## config.mk

```make
export PLATFORM = sky130hd
export DESIGN_NAME = pkt_editor
export DESIGN_NICKNAME = d
export VERILOG_FILES = /design/src/hw/pkt_buf_pkg.sv /design/src/hw/pkt_editor.sv
export SDC_FILE = /design/constraint.sdc
export NUM_CORES = 1
export LEC_CHECK = 0
export ABC_CLOCK_PERIOD_IN_PS = 10700
export BUFFER_PORTS_ARGS = -buffer_cell sky130_fd_sc_hd__buf_2
export CAP_MARGIN = 5
export CORE_ASPECT_RATIO = 1.75
export CORE_MARGIN = 8
export CORE_UTILIZATION = 53
export DETAILED_ROUTE_END_ITERATION = 8
export HOLD_SLACK_MARGIN = 0.06
export PLACE_DENSITY = 0.89
export SYNTH_ARGS = -nofsm -noshare
export SYNTH_HDL_FRONTEND = slang
export SYNTH_SLANG_ARGS = --single-unit
```

## constraint.sdc

```tcl
create_clock -name clk -period 10.7 [get_ports clk]
set_input_delay 2.14 -clock clk [delete_from_list [all_inputs] [get_ports clk]]
set_output_delay 2.14 -clock clk [all_outputs]
set_load 0.01 [all_outputs]
```

## src/hw/pkt_buf_pkg.sv

```systemverilog
`default_nettype none

package pkt_buf_pkg;

   // Buffer geometry
   localparam int BUF_AW    = 9;
   localparam int BUF_WORDS = 1 << BUF_AW;

   // Stream word layout
   localparam int WORD_W    = 36;
   localparam int PAYLOAD_W = 32;
   localparam int SOF_BIT   = 32;
   localparam int EOF_BIT   = 33;

   // One stream word, also the RAM word
   typedef logic [WORD_W-1:0] pkt_word_t;

   // Word address inside one buffer
   typedef logic [BUF_AW-1:0] buf_addr_t;

   // Packet length in words, one bit wider so a full buffer fits
   typedef logic [BUF_AW:0] pkt_len_t;

   // Life cycle of one buffer
   typedef enum logic [1:0] {
      EMPTY,
      FILLING,
      EDITING,
      DRAINING
   } buf_phase_t;

endpackage

`default_nettype wire

```

## src/hw/pkt_editor.sv

```systemverilog
`timescale 1ns/100ps
`default_nettype none

module pkt_editor
   import pkt_buf_pkg::*;
(
   input  wire       clk,
   input  wire       rst_n_i,
   input  wire       clear_i,

   input  wire       acc_ok_i,
   input  pkt_len_t  acc_len_i,
   output wire       acc_stb_o,
   output wire       acc_we_o,
   output buf_addr_t acc_adr_o,
   output pkt_word_t acc_dat_o,
   input  pkt_word_t acc_dat_i,
   output wire       acc_done_o
);

   typedef enum logic [2:0] {
      IDLE,
      RD,
      WAIT,
      WR,
      DONE
   } ed_state_t;

   ed_state_t state_q;
   buf_addr_t adr_q;
   pkt_word_t word_q;
   logic      last_word;

   assign last_word = (({1'b0, adr_q} + pkt_len_t'(1)) == acc_len_i);

   // Three cycles per word: read, wait for RAM data, write back
   always_ff @(posedge clk)
   begin
      if (!rst_n_i || clear_i)
      begin
         state_q <= IDLE;
         adr_q   <= '0;
      end
      else
      begin
         case (state_q)
            IDLE:
               if (acc_ok_i)
               begin
                  adr_q   <= '0;
                  state_q <= RD;
               end
            RD:
               state_q <= WAIT;
            WAIT:
               state_q <= WR;
            WR:
               if (last_word)
                  state_q <= DONE;
               else
               begin
                  adr_q   <= adr_q + 1'b1;
                  state_q <= RD;
               end
            DONE:
               state_q <= IDLE;
            default:
               state_q <= IDLE;
         endcase
      end
   end

   // RAM read data is valid in WAIT
   always_ff @(posedge clk)
   begin
      if (state_q == WAIT)
         word_q <= acc_dat_i;
   end

   assign acc_stb_o  = (state_q == RD) || (state_q == WR);
   assign acc_we_o   = (state_q == WR);
   assign acc_adr_o  = adr_q;
   assign acc_done_o = (state_q == DONE);

   // Flag bits pass through, payload wraps modulo 2^32
   assign acc_dat_o = {word_q[WORD_W-1:PAYLOAD_W], word_q[PAYLOAD_W-1:0] + PAYLOAD_W'(1)};

   // Accesses only while the buffer still belongs to the editor
   a_stb_owned: assert property (
      @(posedge clk) disable iff (!rst_n_i || clear_i)
         acc_stb_o |-> acc_ok_i
   );

endmodule

`default_nettype wire

```

### Word level (Yosys, flattened, before mapping)

Cells that the tools add are included.

* equality and inequality tests: 7
* add/subtract/negate cells: 3
* muxes and demuxes: 6
* reductions and logical operators: 6

Operator list (number)
* 32-bit by 1-bit adder with 32-bit output, second input constant: 1
* 9-bit two-way mux: 2
* 9-bit one-hot mux with 2 select lines: 1
* 3-bit one-hot mux with 4 select lines: 1
* 9-bit by 1-bit adder with 10-bit output, second input constant: 1
* 10-bit equality test: 1
* 9-bit by 1-bit adder with 9-bit output, second input constant: 1
* 3-bit by 2-bit equality test with 1-bit output, second input constant: 2
* 3-bit two-way mux: 2
* 2-bit inequality test, second input constant: 2
* 3-bit by 1-bit equality test with 1-bit output, second input constant: 1
* 3-bit equality test, second input constant: 1
* 3-bit logical NOT: 1
* 3-bit AND reduction: 1
* 1-bit logical OR: 2
* 2-bit nonzero test: 1
* 1-bit logical NOT: 1

* output and inout port bits: 48
* input port bits: 50
* register bits: 48

### Logic depth before layout (Yosys ltp)

Gate-level depths: netlist of run 1.

* word-level depth: 4
* depth in mapped cells: 9
* mapped depth without buffers: 8

### Worst setup path after synthesis of run 1

Ideal clock, no wire load.

* path type: register to output
* start point: register word_q[2]
* end point: output port acc_dat_o[31]
* buffers on the path: 0
* data required time: 8.560 ns
* stages on the path, launching flop included: 8
* data arrival time: 1.857 ns
* path slack: 6.703 ns
* cell sequence: edfxtp_1 and4_1 and3_1 nor2b_1 and4_1 nand2_1 nor3_1 xor2_1

* word-level cells in the longest chain between the ends: 1

RTL lines
* start: declaration: RTL line pkt_editor.sv:31 `pkt_word_t word_q;`
* start signal: assignment: RTL line pkt_editor.sv:77 `word_q <= acc_dat_i;`
* 32-bit by 1-bit adder with 32-bit output: RTL line pkt_editor.sv:86 `assign acc_dat_o = {word_q[WORD_W-1:PAYLOAD_W], word_q[PAYLOAD_W-1:0] + PAYLOAD_W'(1)};`
* end: declaration: RTL line pkt_editor.sv:16 `output pkt_word_t acc_dat_o,`

Every way passes these cells.

### Final worst setup path of run 1

Same ends and word-level chain as after synthesis.

==> results.py, run 1 <==
metrics = {
    "run_status": {
        "outcome": "finished, final reports clean",
    },
    "power": {
        "total_power_uw": 384.3,
        "powerDensity_nw_per_um2": 119.6,
        "peakVddDrop_mv": 0.09851,
        "leakage_nw": 1.301,
    },
    "critical_path": {
        "r2r_end": "acc_adr_o[8]",
        "r2r_start": "acc_adr_o[0]",
        "cp_data_required_time_ps": 8560,
        "end_kind": "output pin",
        "cp-start-kind": "flop",
        "crit_arrival_ps": 2510,
        "ff2ff_path_depth": 8,
        "critPathKind": "reg2out",
        "crit_path_max_fanout": 5,
        "r2r_setup_slack_ps": 8030,
    },
    "floorplanning": {
        "initial_utilization_pct": 55.00,
        "rows": 33,
        "die_width_um": 68.83,
        "coreArea_um2": 4707,
        "fp.dieH_um": 108.5,
        "floorplan.die_area_um2": 7465,
        "ios": 98,
    },
    "yosys": {
        "netlist_instances": 241,
        "synth_nets": 293,
        "synth-async-reset-ratio_pct": 0,
        "yosys.area.top_type": "edfxtp_1",
        "synthFlopType": "edfxtp_1",
        "synth_edf_count": 36,
        "netlist.area_leader.share_pct": 41.76,
        "seq_area_frac_synth_pct": 51.04,
        "synth_area_leaders": "edfxtp_1, xnor2_1, dfxtp_1",
        "ys_ff_latch": 48,
        "yosys_warnings": 0,
        "avgSynthCellArea_um2": 10.74,
        "syn_area_um2": 2589,
        "synth_cell_types": 47,
    },
    "clocking": {
        "ctsHoldBuffers": 0,
        "h-tree-depth": 2,
        "cts_sinks": 48,
        "cts_tree": "done",
        "clkSlewWorstSetupHoldPaths_ps": 80,
        "cts-root-buf": "clkbuf_8",
        "postCtsSetupBuffers": 0,
        "cts-buffers-inserted": 5,
        "clkLatencyLatePin_ps": 300,
        "post_cts_resized": 0,
        "clk_path_buf_depth": 2,
    },
    "hold_path": {
        "min_to": "acc_adr_o[1]",
        "hp-start": "acc_adr_o[1]",
        "holdPathStages": 2,
        "hold_class": "reg2reg",
    },
    "sta": {
        "slew_viol_final": 0,
        "setup_viol": 0,
        "tightest_slew_ps": 686.2,
        "relSlewSlack_pct": 54.08,
        "finalCritPeriodShare_pct": 43.49,
        "clock_skew_ps": 4.652,
        "hold_viol": 0,
        "fmax_mhz": 214.9,
        "setup_tns_ps": 0,
        "rsz0062_at_grt": "no",
        "final.setup.worst_slack_ps": 6046,
        "period_minus_slack_ps": 4654,
    },
    "detailed_routing": {
        "dr.pass1.iters": 4,
        "drc": 0,
        "totalWireLength_um": 6123,
        "dr.first_iter.drc_count": 71,
        "viasPerCell": 5.434,
        "vias": 2114,
        "wl_per_cell_um": 15.74,
        "ant_nets": 0,
    },
    "place": {
        "dp_hpwl_um": 4942,
        "preCtsSetupSlack_ps": 6360,
        "place_congestion": 0.8495,
        "numPortBuffers": 97,
    },
    "global_routing": {
        "overflow": 0,
        "grt_max_degree": 37,
        "grt_use_total_pct": 16.82,
        "grt_pass1_wl_um": 9729,
        "grt_pass1_vias": 2062,
        "antenna_found_initial": 1,
    },
    "final_layout": {
        "regArea_um2": 1321,
        "area_delta_synth_final_pct": 24.12,
        "nets": 387,
        "fill_cells": 357,
        "multi_input_area_um2": 1172,
        "drive_gt1_share_pct": 33.33,
    },
    "flow_run": {
        "drv_cap": 0,
    },
}
## worst max path at each step
stage | start | end | slack [ps] | cells past startpoint
floorplan | word_q[2] | acc_dat_o[31] | 6700 | 7
global placement | word_q[2] | acc_dat_o[31] | 6470 | 8
detailed placement | word_q[3] | acc_dat_o[31] | 6360 | 8
CTS | word_q[2] | acc_dat_o[31] | 6030 | 8
global route | word_q[2] | acc_dat_o[31] | 5860 | 8
finish | word_q[2] | acc_dat_o[31] | 6050 | 8
## cell families (layout without fill, tap and decap cells)
logic type,Yosys count,after routing,synth area share [%]
AO/OA/AOI/OAI,24,24,6.718
XOR/XNOR,40,40,14.06
adder cells (fa/ha/maj),2,2,0.9665
buffers and inverters,18,113,3.867
flip-flops,48,48,51.04
multiplexers,2,2,0.7734
other,0,1,0
AND/OR/NAND/NOR,107,107,22.57
## final cells by class
type                            instances  area share [%]
Timing Repair Buffer                   98           15.34
Multi-Input combinational cell        175           36.49
Tap cell                               52           2.025
Inverter                                7          0.8178
Clock inverter                          2           1.869
Sequential cell                        48           41.12
Antenna cell                            1         0.07788
Clock buffer                            6           2.259
## registers in the layout (all words and copies together), names as in the netlist
signal     flops
state_q        3
word_q        36
acc_adr_o      9
## layout by cell type (no fill, tap or decap), types with 3 or more instances in the layout
cell type / count
nand2b_1: 4
nor2_1: 16
or4_1: 3
a21oi_1: 5
xor2_1: 11
dfxtp_1: 12
and3_1: 6
nor4_1: 4
nand4_1: 5
nor3_1: 3
xnor2_1: 28
o211ai_1: 3
nand2_1: 22
or3_1: 3
inv_1: 7
edfxtp_1: 36
buf_2: 97
clkbuf_8: 5
and4_1: 8
nand3_1: 20
o21ai_0: 4
## layer usage
metal / share of wire [%] / global-route usage (%)
met1: 35 / 17.82
met2: 54 / 30.39
met3: 7.6 / 2.174
met4: 3.1 / 8.947
met5: 0 / 0
## report_power, final
| part | switching, mW | internal (mW) | leakage [nW] |
|---|---|---|---|
| clock | 0.0581 | 0.0933 | 0.0654 |
| combinational | 0.0126 | 0.0138 | 0.813 |
| sequential | 0.00333 | 0.203 | 0.422 |
| total | 0.0740 | 0.310 | 1.30 |
## synth_stat cells, types with 5 or more instances
cell type  number
edfxtp_1       36
nand2_1        22
inv_1           7
xor2_1         11
a21oi_1         5
xnor2_1        28
clkbuf_1        5
and4_1          8
nand3_1        20
nand4_1         5
nor2_1         16
dfxtp_1        12
and3_1          6
## through the flow
stage / cells / hold slack, ps / area, um^2 / utilization, %
after floorplan: 241 / 490.2 / 2589 / -
after global placement: 380 / 483.6 / 3078 / 65.39
after detailed placement: 380 / 491.2 / 3078 / 65.39
after CTS: 388 / 504.6 / 3211 / 68.21
after global routing: 389 / 540.2 / 3213 / 68.26
final: 389 / 508.2 / 3213 / 68.26
## critical path, cell delays in order, from the launching register on
cell,delay (ps)
edfxtp_1,420
and4_1,250
and3_1,240
nor2b_1,350
and4_1,360
nand2_1,100
nor3_1,210
xor2_1,150
buf_2,140
No activity file was read; power rests on OpenSTA's default activity.
==> run 2: changes to the inputs <==
--- a/config.mk
+++ b/config.mk
@@ -5,15 +5,15 @@
 export SDC_FILE = /design/constraint.sdc
 export NUM_CORES = 1
 export LEC_CHECK = 0
-export ABC_CLOCK_PERIOD_IN_PS = 10700
+export ABC_CLOCK_PERIOD_IN_PS = 4800
 export BUFFER_PORTS_ARGS = -buffer_cell sky130_fd_sc_hd__buf_2
 export CAP_MARGIN = 5
 export CORE_ASPECT_RATIO = 1.75
 export CORE_MARGIN = 8
-export CORE_UTILIZATION = 53
+export CORE_UTILIZATION = 49
 export DETAILED_ROUTE_END_ITERATION = 8
 export HOLD_SLACK_MARGIN = 0.06
-export PLACE_DENSITY = 0.89
+export PLACE_DENSITY = 0.84
 export SYNTH_ARGS = -nofsm -noshare
 export SYNTH_HDL_FRONTEND = slang
 export SYNTH_SLANG_ARGS = --single-unit
==> constraint.sdc (replaced) <==
create_clock -name clk -period 4.8 [get_ports clk]
set_input_delay 0.96 -clock clk [delete_from_list [all_inputs] [get_ports clk]]
set_output_delay 0.96 -clock clk [all_outputs]
set_load 0.01 [all_outputs]
==> run 2 against run 1 <==
Net effect: non-clock buffer count did not move; utilization down 6.9 points; die area rose by 6.6%; hold slack better by 13 ps; critical path depth unchanged; combinational power grew 120%; sequential share of layout area rose by 0.57 points; worst setup slack worse by 4700 ps; flip-flop and latch count unchanged.
==> results.py, run 2 (synthesis results as in run 1) <==
metrics = {
    "floorplanning": {
        "ios": 98,
        "rows": 35,
        "initial_utilization_pct": 50.10,
        "floorplan.die_area_um2": 7956,
        "fp.dieH_um": 112.2,
        "coreArea_um2": 5167,
        "die_width_um": 70.95,
    },
    "final_layout": {
        "area_delta_synth_final_pct": 22.43,
        "most-common-layout-cells": "buf_2, edfxtp_1, xnor2_1",
        "final_cell_area_um2": 3169,
        "diodes": 0,
        "final_common_cell": "buf_2",
        "fin_util_pct": 61.33,
        "nets": 387,
        "regMostFlops": "word_q",
        "drive_gt1_share_pct": 33.33,
        "largest_reg_flops": 36,
    },
    "place": {
        "dp_hpwl_um": 5144,
        "numPortBuffers": 97,
        "postPlaceCellArea_um2": 3082,
        "preCtsSetupSlack_ps": 1676,
        "place_congestion": 0.8458,
    },
    "global_routing": {
        "grt_max_degree": 37,
        "antenna_found_initial": 0,
        "grt_pass1_wl_um": 10320,
        "grt_pass1_vias": 2236,
        "grt_use_total_pct": 15.94,
        "overflow": 0,
    },
    "detailed_routing": {
        "dr.first_iter.drc_count": 44,
        "ant_nets": 0,
        "drc": 0,
        "wl_per_cell_um": 16.06,
        "dr.pass1.iters": 4,
        "totalWireLength_um": 6279,
        "viasPerCell": 5.550,
        "vias": 2170,
    },
    "sta": {
        "hold_viol": 0,
        "slew_viol_final": 0,
        "setup_viol": 0,
        "final.setup.worst_slack_ps": 1381,
        "period_minus_slack_ps": 3419,
        "rsz0062_at_grt": "no",
        "relSlewSlack_pct": 50.83,
        "finalCritPeriodShare_pct": 71.22,
        "clock_skew_ps": 4.614,
        "tightest_slew_ps": 734.8,
        "fmax_mhz": 292.5,
        "whs_ps": 520.8,
        "setup_tns_ps": 0,
    },
    "clocking": {
        "cts-buffers-inserted": 5,
        "ctsHoldBuffers": 0,
        "h-tree-depth": 2,
        "clkLatencyLatePin_ps": 290,
        "postCtsSetupBuffers": 0,
        "cts_sinks": 48,
        "post_cts_resized": 0,
        "clkSlewWorstSetupHoldPaths_ps": 80,
        "cts_tree": "done",
        "clk_path_buf_depth": 2,
        "cts-root-buf": "clkbuf_8",
    },
    "hold_path": {
        "hold_class": "reg2reg",
    },
    "power": {
        "peakVddDrop_mv": 0.1844,
        "powerDensity_nw_per_um2": 236.7,
        "leakage_nw": 1.273,
    },
    "critical_path": {
        "critPathKind": "reg2out",
        "crit_arrival_ps": 2460,
        "end_kind": "output pin",
        "crit_path_max_fanout": 5,
        "cp_data_required_time_ps": 3840,
        "r2r_setup_slack_ps": 2070,
        "cp-start-kind": "flop",
    },
    "run_status": {
        "outcome": "finished, final reports clean",
    },
    "flow_run": {
        "drv_cap": 0,
    },
}
-- run 2: where the power goes --
part	switching (mW)	internal [mW]
Sequential	0.00733	0.453
Combinational	0.0275	0.0307
Clock	0.131	0.101
Total	0.166	0.584
-- run 2: stage by stage --
stage                     instances  power (mW)
after floorplan                 241      0.4959
after global placement          383      0.5265
after detailed placement        383      0.5287
after CTS                       391      0.7611
after global routing            391      0.7881
final                           391      0.7502
-- run 2: layout make-up --
cell class	count	area, um^2
clock buffers	5	68.82
clock inverters	3	18.77
fillers	444	1998
inverters	7	26.28
multi-input cells	175	1172
flip-flops and latches	48	1321
well taps	55	68.82
repair buffers	98	493.0
-- run 2: worst paths after layout --
| path | from | endpoint | cells after the start |
|---|---|---|---|
| worst max-delay path | word_q[3] | acc_dat_o[31] | 8 |
| worst min-delay path | acc_adr_o[1] | acc_adr_o[1] | 2 |
| worst max register to register | acc_adr_o[0] | acc_adr_o[8] | 8 |
| worst min register to register | acc_adr_o[1] | acc_adr_o[1] | 2 |
-- run 2: per-layer routing --
metal	global-route usage, %	wire length (um)	vias up
met1	14.25	2221	1021
met5	0	0	-
li1	-	-	1060
met3	5.893	512	10
met4	5.455	108	0
met2	30.99	3437	79
-- run 2: critical path, stage by stage, from the launching register on --
cell,delay [ps]
edfxtp_1,420
and4_1,240
and3_1,220
nor2b_1,320
and4_1,350
nand2_1,100
nor3_1,220
xor2_1,160
buf_2,140
